===== src/opn_pkg.sv =====
/*
 * Shared types and constants for the FM sound chip control logic.
 * Widths of the CPU bus and timers, the register numbers of the timer
 * block and the default divider and busy settings used by the top level.
 */
package opn_pkg;

    // Bus and register widths
    typedef logic [7:0] cpu_data_t;
    typedef logic [1:0] port_addr_t;
    typedef logic [7:0] reg_num_t;

    // Timer value and count widths
    typedef logic [9:0] timer_a_t;
    typedef logic [7:0] timer_b_t;

    // Timer block register numbers
    localparam reg_num_t REG_TIMER_A_HI = 8'h24;  // Value A bits 9..2
    localparam reg_num_t REG_TIMER_A_LO = 8'h25;  // Value A bits 1..0
    localparam reg_num_t REG_TIMER_B    = 8'h26;
    localparam reg_num_t REG_TIMER_CTL  = 8'h27;  // Load, enable and clear bits

    // Default clocking
    localparam int DEF_PRESCALE     = 6;   // cen pulses per internal enable
    localparam int DEF_SAMPLE_SLOTS = 24;  // Internal enables per sample

    // Timer B runs slower than timer A
    localparam int DEF_TIMER_B_DIV  = 16;

    // Busy time after each data write, in cen cycles
    localparam int DEF_BUSY_CYCLES  = 32;

endpackage


===== src/opn_prescaler.sv =====
/*
 * Clock enable prescaler. Divides the external cen level into the
 * internal clock enable and a one-clk strobe once per sample.
 */
module opn_prescaler #(
    parameter int PRESCALE     = opn_pkg::DEF_PRESCALE,
    parameter int SAMPLE_SLOTS = opn_pkg::DEF_SAMPLE_SLOTS
) (
    input  logic clk,
    input  logic rst_n,
    input  logic cen,
    output logic clk_en,
    output logic sample
);

    localparam int CW = (PRESCALE > 1) ? $clog2(PRESCALE) : 1;
    localparam int SW = (SAMPLE_SLOTS > 1) ? $clog2(SAMPLE_SLOTS) : 1;

    logic [CW-1:0] cen_cnt;
    logic [SW-1:0] slot_cnt;
    logic          cen_wrap;
    logic          slot_wrap;

    assign cen_wrap  = (cen_cnt == CW'(PRESCALE - 1));
    assign slot_wrap = (slot_cnt == SW'(SAMPLE_SLOTS - 1));

    // First stage counts cen cycles
    always_ff @(posedge clk) begin
        if (!rst_n) begin
            cen_cnt <= '0;
            clk_en  <= 1'b0;
        end else begin
            clk_en <= cen && cen_wrap;
            if (cen) begin
                cen_cnt <= cen_wrap ? '0 : cen_cnt + 1'b1;
            end
        end
    end

    // Slot counter stands in for the operator slot sequence
    always_ff @(posedge clk) begin
        if (!rst_n) begin
            slot_cnt <= '0;
            sample   <= 1'b0;
        end else begin
            sample <= clk_en && slot_wrap;  // Once per full slot round
            if (clk_en) begin
                slot_cnt <= slot_wrap ? '0 : slot_cnt + 1'b1;
            end
        end
    end

endmodule


===== src/opn_mmr.sv =====
/*
 * CPU bus decode and timer register file. A write at port 0 latches the
 * register number, a write at port 1 stores data into that register.
 * Drives the timer values, the control levels and the flag clear pulses.
 */
module opn_mmr (
    input  logic                 clk,
    input  logic                 rst_n,
    input  opn_pkg::cpu_data_t   din,
    input  opn_pkg::port_addr_t  addr,
    input  logic                 cs_n,
    input  logic                 wr_n,
    output logic                 data_wr,
    output opn_pkg::timer_a_t    value_a,
    output opn_pkg::timer_b_t    value_b,
    output logic                 load_a,
    output logic                 load_b,
    output logic                 en_flag_a,
    output logic                 en_flag_b,
    output logic                 clr_flag_a,
    output logic                 clr_flag_b
);

    import opn_pkg::*;

    reg_num_t reg_num;        // Latched register number
    logic     bus_wr;
    logic     num_wr;
    logic     dat_wr;
    logic     ctl_wr;

    assign bus_wr = !cs_n && !wr_n;  // No handshake, one write per clk
    assign num_wr = bus_wr && (addr == 2'd0);
    assign dat_wr = bus_wr && (addr == 2'd1);
    assign ctl_wr = dat_wr && (reg_num == REG_TIMER_CTL);

    // Register number latch
    always_ff @(posedge clk) begin
        if (!rst_n) begin
            reg_num <= '0;
        end else if (num_wr) begin
            reg_num <= din;
        end
    end

    // Timer control register and write strobes
    always_ff @(posedge clk) begin
        if (!rst_n) begin
            data_wr    <= 1'b0;
            load_a     <= 1'b0;
            load_b     <= 1'b0;
            en_flag_a  <= 1'b0;
            en_flag_b  <= 1'b0;
            clr_flag_a <= 1'b0;
            clr_flag_b <= 1'b0;
        end else begin
            data_wr    <= dat_wr;
            clr_flag_a <= ctl_wr && din[4];  // Clear bits act for one clk only
            clr_flag_b <= ctl_wr && din[5];
            if (ctl_wr) begin
                load_a    <= din[0];
                load_b    <= din[1];
                en_flag_a <= din[2];
                en_flag_b <= din[3];
            end
        end
    end

    // Timer value registers
    always_ff @(posedge clk) begin
        if (dat_wr) begin
            case (reg_num)
                REG_TIMER_A_HI: value_a[9:2] <= din;
                REG_TIMER_A_LO: value_a[1:0] <= din[1:0];  // Upper bits ignored
                REG_TIMER_B:    value_b      <= din;
                default: ;
            endcase
        end
    end

endmodule


===== src/opn_timer.sv =====
/*
 * One up-counting timer with reload on overflow and an overflow flag.
 * TICK_DIV sample strobes make one count, so the same block serves as
 * timer A (TICK_DIV of 1) and timer B.
 */
module opn_timer #(
    parameter int WIDTH    = 8,
    parameter int TICK_DIV = 1
) (
    input  logic             clk,
    input  logic             rst_n,
    input  logic             sample,
    input  logic [WIDTH-1:0] value,
    input  logic             load,
    input  logic             en_flag,
    input  logic             clr_flag,
    output logic             flag
);

    localparam int DW = (TICK_DIV > 1) ? $clog2(TICK_DIV) : 1;

    logic             load_q;
    logic             load_rise;
    logic [DW-1:0]    div_cnt;
    logic             div_wrap;
    logic             tick;
    logic             overflow;
    logic [WIDTH-1:0] cnt;

    assign load_rise = load && !load_q;
    assign div_wrap  = (div_cnt == DW'(TICK_DIV - 1));
    assign tick      = load && load_q && sample && div_wrap;  // No count in the load cycle
    assign overflow  = tick && (cnt == '1);  // Last count before reload

    always_ff @(posedge clk) begin
        if (!rst_n) begin
            load_q  <= 1'b0;
            div_cnt <= '0;
            flag    <= 1'b0;
        end else begin
            load_q <= load;
            if (load_rise) begin
                div_cnt <= '0;  // Divider restarts with the counter
            end else if (load && sample) begin
                div_cnt <= div_wrap ? '0 : div_cnt + 1'b1;
            end
            if (clr_flag) begin
                flag <= 1'b0;  // Clear wins over a set
            end else if (overflow && en_flag) begin
                flag <= 1'b1;
            end
        end
    end

    // Counter holds while load is low
    always_ff @(posedge clk) begin
        if (load_rise) begin
            cnt <= value;
        end else if (tick) begin
            cnt <= overflow ? value : cnt + 1'b1;
        end
    end

endmodule


===== src/opn_status.sv =====
/*
 * Status read and interrupt line. Keeps busy high for BUSY_CYCLES cen
 * cycles after each data write and returns busy and both timer flags
 * on any read.
 */
module opn_status #(
    parameter int BUSY_CYCLES = opn_pkg::DEF_BUSY_CYCLES
) (
    input  logic               clk,
    input  logic               rst_n,
    input  logic               cen,
    input  logic               data_wr,
    input  logic               flag_a,
    input  logic               flag_b,
    output opn_pkg::cpu_data_t dout,
    output logic               irq_n
);

    localparam int BW = $clog2(BUSY_CYCLES + 1);

    logic [BW-1:0] busy_cnt;
    logic          busy;

    // Write cycle itself already shows busy
    assign busy = data_wr || (busy_cnt != '0);

    always_ff @(posedge clk) begin
        if (!rst_n) begin
            busy_cnt <= '0;
        end else if (data_wr) begin
            // Write cycle counts if cen was high in it
            busy_cnt <= cen ? BW'(BUSY_CYCLES - 1) : BW'(BUSY_CYCLES);
        end else if (cen && busy_cnt != '0) begin
            busy_cnt <= busy_cnt - 1'b1;
        end
    end

    assign dout  = {busy, 5'b00000, flag_b, flag_a};
    assign irq_n = !(flag_a || flag_b);  // Active low, either flag

endmodule


===== src/opn_top.sv =====
/*
 * Control side of the FM sound chip. Connects the prescaler, the
 * register file, timers A and B and the status read. The CPU writes at
 * port 0 and 1; reads on any port return the status byte.
 */
module opn_top #(
    parameter int PRESCALE     = opn_pkg::DEF_PRESCALE,
    parameter int SAMPLE_SLOTS = opn_pkg::DEF_SAMPLE_SLOTS,
    parameter int TIMER_B_DIV  = opn_pkg::DEF_TIMER_B_DIV,
    parameter int BUSY_CYCLES  = opn_pkg::DEF_BUSY_CYCLES
) (
    input  logic                clk,
    input  logic                rst_n,
    input  logic                cen,
    input  opn_pkg::cpu_data_t  din,
    input  opn_pkg::port_addr_t addr,
    input  logic                cs_n,
    input  logic                wr_n,
    output opn_pkg::cpu_data_t  dout,
    output logic                irq_n,
    output logic                sample
);

    import opn_pkg::*;

    logic     data_wr;
    timer_a_t value_a;
    timer_b_t value_b;
    logic     load_a;
    logic     load_b;
    logic     en_flag_a;
    logic     en_flag_b;
    logic     clr_flag_a;
    logic     clr_flag_b;
    logic     flag_a;
    logic     flag_b;

    opn_prescaler #(
        .PRESCALE     (PRESCALE),
        .SAMPLE_SLOTS (SAMPLE_SLOTS)
    ) u_prescaler (
        .clk    (clk),
        .rst_n  (rst_n),
        .cen    (cen),
        .clk_en (),         // Only the sample strobe leaves the prescaler
        .sample (sample)
    );

    opn_mmr u_mmr (
        .clk        (clk),
        .rst_n      (rst_n),
        .din        (din),
        .addr       (addr),
        .cs_n       (cs_n),
        .wr_n       (wr_n),
        .data_wr    (data_wr),
        .value_a    (value_a),
        .value_b    (value_b),
        .load_a     (load_a),
        .load_b     (load_b),
        .en_flag_a  (en_flag_a),
        .en_flag_b  (en_flag_b),
        .clr_flag_a (clr_flag_a),
        .clr_flag_b (clr_flag_b)
    );

    // Timer A counts every sample
    opn_timer #(
        .WIDTH    ($bits(timer_a_t)),
        .TICK_DIV (1)
    ) u_timer_a (
        .clk      (clk),
        .rst_n    (rst_n),
        .sample   (sample),
        .value    (value_a),
        .load     (load_a),
        .en_flag  (en_flag_a),
        .clr_flag (clr_flag_a),
        .flag     (flag_a)
    );

    opn_timer #(
        .WIDTH    ($bits(timer_b_t)),
        .TICK_DIV (TIMER_B_DIV)
    ) u_timer_b (
        .clk      (clk),
        .rst_n    (rst_n),
        .sample   (sample),
        .value    (value_b),
        .load     (load_b),
        .en_flag  (en_flag_b),
        .clr_flag (clr_flag_b),
        .flag     (flag_b)
    );

    opn_status #(
        .BUSY_CYCLES (BUSY_CYCLES)
    ) u_status (
        .clk     (clk),
        .rst_n   (rst_n),
        .cen     (cen),
        .data_wr (data_wr),
        .flag_a  (flag_a),
        .flag_b  (flag_b),
        .dout    (dout),
        .irq_n   (irq_n)
    );

endmodule


===== config.mk =====
export PLATFORM = sky130hd
export DESIGN_NAME = opn_top
export DESIGN_NICKNAME = d
export VERILOG_FILES = /design/src/opn_pkg.sv /design/src/opn_prescaler.sv /design/src/opn_mmr.sv /design/src/opn_timer.sv /design/src/opn_status.sv /design/src/opn_top.sv
export SDC_FILE = /design/constraint.sdc
export NUM_CORES = 1
export LEC_CHECK = 0
export BUFFER_PORTS_ARGS = -buffer_cell sky130_fd_sc_hd__buf_4
export CAP_MARGIN = 20
export CORE_ASPECT_RATIO = 1.75
export CORE_MARGIN = 2
export CORE_UTILIZATION = 64
export DETAILED_ROUTE_END_ITERATION = 16
export PLACE_DENSITY_LB_ADDON = 0.15
export SKIP_LAST_GASP = 1
export SLEW_MARGIN = 10
export SYNTH_ARGS = -nofsm -noshare
export SYNTH_HDL_FRONTEND = slang
export SYNTH_SLANG_ARGS = --single-unit

===== constraint.sdc =====
create_clock -name clk -period 2.82 [get_ports clk]
set_input_delay 0.282 -clock clk [delete_from_list [all_inputs] [get_ports clk]]
set_output_delay 0.282 -clock clk [all_outputs]
set_load 0.1 [all_outputs]

==> run_results.csv <==
group,metric,value,unit
sta,hold_violations,0,
clock_network,post_cts_buffers,0,
worst_hold_path,hold_start,"din[6]",
critical_path,r2r-end,"u_timer_b.cnt[1]$_DFFE_PP_",
sta,holdWs,0.150,ns
finish,area_growth,11.3,%
sta,finalSetupTns,0,ns
clock_network,cts_sinks,75,
finish,final_cell_mix,"dfxtp_1 (39), edfxtp_1 (36), nor2_1 (27), buf_4 (21), nand2_1 (20)",
clock_network,clk_path_buf_depth,2,
worst_hold_path,hold_class,"in2reg",
routing,vias_per_cell,5.68,
finish,multiInputGateArea,0.00142,mm^2
finish,diodes,0,
pwr,switching_share,27.1,%
pwr,intPower,1810,uW
critical_path,path_depth,5,
clock_network,post_cts_resized,0,
sta,rsz0062_at_grt,"false",
finish,final_common_cell,"dfxtp_1",
placement,placed_area,0.00357,mm^2
yosys,synth_seq_cells,75,
pwr,seqPwrFrac,48.5,%
finish,ff_latch_area,0.00186,mm^2
flow_run,maxCapViolCount,0,
routing,final_antenna_net_count,0,
floorplan,fp.dieW,59.2,um
routing,wl,5.75,mm
sta,clock.fmax,0.484,GHz
routing,vias,2188,
critical_path,rr_worst_depth,4,
sta,timing.final.crit_share,73.3,%
critical_path,critPathCaptureType,"output pin",
floorplan,coreArea,0.00521,mm^2
critical_path,max_stage_delay,0.43,ns
pwr,powerDensity,653,mW/mm^2
sta,finalSetupViolCount,0,
finish,final_cell_area,0.00379,mm^2
placement,io_buffers,19,
floorplan,die_area,0.00595,mm^2
yosys,synthArstFlopShare,0,%
yosys,post_synth.cell_area_avg,11.3,um^2
critical_path,path_class,"reg2out",
yosys,synth.distinct_cells,45,
yosys,synth_seq_area_share,54.6,%
floorplan,dieHeight,101,um
sta,drv_slew,0,
pwr,combinationalPowerShare,16.5,%
critical_path,start_kind,"flip-flop",
clock_network,htreeDepth,3,
clock_network,clock_latency,0.34,ns
global_route,antenna_found_initial,0,
pwr,p_leak,0.00144,uW
floorplan,boundaryPins,25,
pwr,clockPowerShare,35.1,%
global_route,grt_pass1_wl,9.75,mm
critical_path,startpoint,"u_status.busy_cnt[0]$_SDFFE_PN0P_",
critical_path,crit_family,"simple AND/OR/NAND/NOR gates",
finish,drive_gt1_share,18.5,%
clock_network,clockRootBuffer,"clkbuf_8",
placement,dp.cells,369,
yosys,synth-edff-count,36,
yosys,syn_inst,303,
critical_path,endpoint,"dout[7]",
critical_path,required,2.54,ns
critical_path,critPathMaxFanout,7,
sta,relSlewSlack,54.2,%
clock_network,cts_tree,"built",
routing,drt_iter0_markers,69,
routing,drc,0,
critical_path,r2r_start,"u_timer_b.cnt[0]$_DFFE_PP_",
finish,finalNetCount,346,
critical_path,cp_cell_sequence,"inv_1 -> ha_1 -> nor2b_1 -> nand3_1 -> buf_4",
finish,final_core_util,72.8,%
critical_path,critPathBufInv,2,
yosys,yosys_warnings,0,
sta,worst_pin_slew,0.683,ns
global_route,overflow,0,
global_route,grt_max_degree,18,
placement,globalplace.congestion,0.756,
critical_path,worst_ep_arrival_time,1.78,ns
run_status,outcome,"complete, no violations",
critical_path,ff2ff_setup_slack,0.90,ns
floorplan,row_count,35,
routing,wl_per_cell,14.9,um
pwr,ir_worst_vdd,0.000571,V
sta,worst_clock_skew,0.00820,ns
sta,fin_crit,2.07,ns
critical_path,critPathSlowestCell,"nor2b_1",
pwr,switchingPower,671,uW
clock_network,clk_pin_slew,0.07,ns
clock_network,holdBufCountCts,0,
placement,hpwlAfterDp,4.28,mm
global_route,grt_pass1_vias,2200,
floorplan,start_util,65.4,%
global_route,grt_use_total,22.0,%
finish,final_cells,385,
routing,dr.pass1.iters,4,
finish,nFillCells,395,
clock_network,cts_made_buffers,9,
yosys,synthesis.area,0.00341,mm^2
yosys,synth_ff_type,"dfxtp_1",
cell type report:
type                            instances  share of cell area (%)
Clock buffer                           14                    5.70
Clock inverter                          2                   0.264
Inverter                               15                    1.48
Multi-Input combinational cell        203                    37.5
Sequential cell                        75                    49.1
Tap cell                               55                    1.81
Timing Repair Buffer                   21                    4.15
power by group through the flow:
stage / clock network [uW] / registers (uW) / logic, uW
final: 870 / 1200 / 408
after global routing: 936 / 1210 / 445
after CTS: 888 / 1200 / 408
after detailed placement: 0 / 1230 / 406
after global placement: 0 / 1220 / 399
after floorplan: 0 / 1220 / 352
Yosys cell counts, types with 2 or more instances:
| library cell | n | area [um^2] |
|---|---|---|
| buf_4 | 8 | 60.1 |
| nand4_1 | 6 | 37.5 |
| xor2_1 | 9 | 78.8 |
| nand2b_1 | 3 | 18.8 |
| or2_2 | 2 | 12.5 |
| nand2_1 | 20 | 75.1 |
| inv_1 | 14 | 52.6 |
| and3_4 | 2 | 22.5 |
| clkbuf_1 | 6 | 22.5 |
| nor3_1 | 11 | 55.1 |
| edfxtp_1 | 36 | 1080 |
| and3_1 | 7 | 43.8 |
| nor3_2 | 2 | 20.0 |
| a41oi_1 | 2 | 17.5 |
| o22ai_1 | 3 | 18.8 |
| a21oi_1 | 18 | 90.1 |
| mux2i_1 | 16 | 160 |
| nor3b_1 | 4 | 30.0 |
| xnor2_1 | 10 | 87.6 |
| o21a_1 | 3 | 22.5 |
| nor2_1 | 27 | 101 |
| ha_1 | 6 | 75.1 |
| mux2_4 | 8 | 120 |
| nand3_1 | 9 | 45.0 |
| mux2_2 | 5 | 56.3 |
| o21ai_0 | 7 | 35.0 |
| dfxtp_1 | 39 | 781 |
| nor2b_1 | 3 | 18.8 |
worst reg2reg max path, delay by kind of cell (launching register included):
kind | cells | cell delay, ns
AOI/OAI and AO/OA | 1 | 0.35
adders and majority gates | 1 | 0.28
DFF | 1 | 0.42
muxes | 1 | 0.38
and+or+nand+nor | 1 | 0.25
kinds of logic (layout without fill, tap and decap cells):
family	after synthesis	after routing	share of synthesized area, %
flops	75	75	54.6
mux	30	30	10.2
buf+inv	29	52	4.07
compound gates	38	38	7.19
simple gates	105	105	16.7
fa+ha+maj	6	6	2.20
xor+xnor	19	19	4.88
other cells	1	5	0.110
metrics by stage:
step                      worst slack, ns  total power [uW]
after floorplan                     0.608              1570
after global routing                0.655              2590
after detailed placement            0.901              1630
after global placement              0.945              1620
after CTS                           0.760              2500
final                               0.754              2480
layer usage:
metal | share of wire [%] | track usage, % | up-vias
met3 | 2.7 | 6.80 | 11
met2 | 52 | 36.3 | 30
met4 | 2.7 | 11.9 | 0
met1 | 43 | 24.7 | 1029
li1 | - | - | 1118
met5 | 0 | 0 | -
sequential cells by signal (all words and copies together) (netlist names), 3 cells and up:
signal                cells
u_mmr.value_a            10
u_timer_a.cnt            10
u_mmr.reg_num             8
u_mmr.value_b             8
u_timer_b.cnt             8
u_status.busy_cnt         6
u_prescaler.slot_cnt      5
u_timer_b.div_cnt         4
u_prescaler.cen_cnt       3
how the worst min path moves through the flow:
| stage | to | slack [ns] | cells past startpoint |
|---|---|---|---|
| floorplan | u_timer_b.flag$_SDFFE_PP0P_ | 0.37 | 1 |
| global placement | u_timer_a.flag$_SDFFE_PP0P_ | 0.38 | 1 |
| detailed placement | u_timer_a.flag$_SDFFE_PP0P_ | 0.38 | 1 |
| CTS | u_mmr.value_b[5]$_DFFE_PP_ | 0.14 | 1 |
| global route | u_mmr.value_a[8]$_DFFE_PP_ | 0.13 | 1 |
| finish | u_mmr.value_a[8]$_DFFE_PP_ | 0.15 | 1 |
Power figures use the tool's default switching activity.
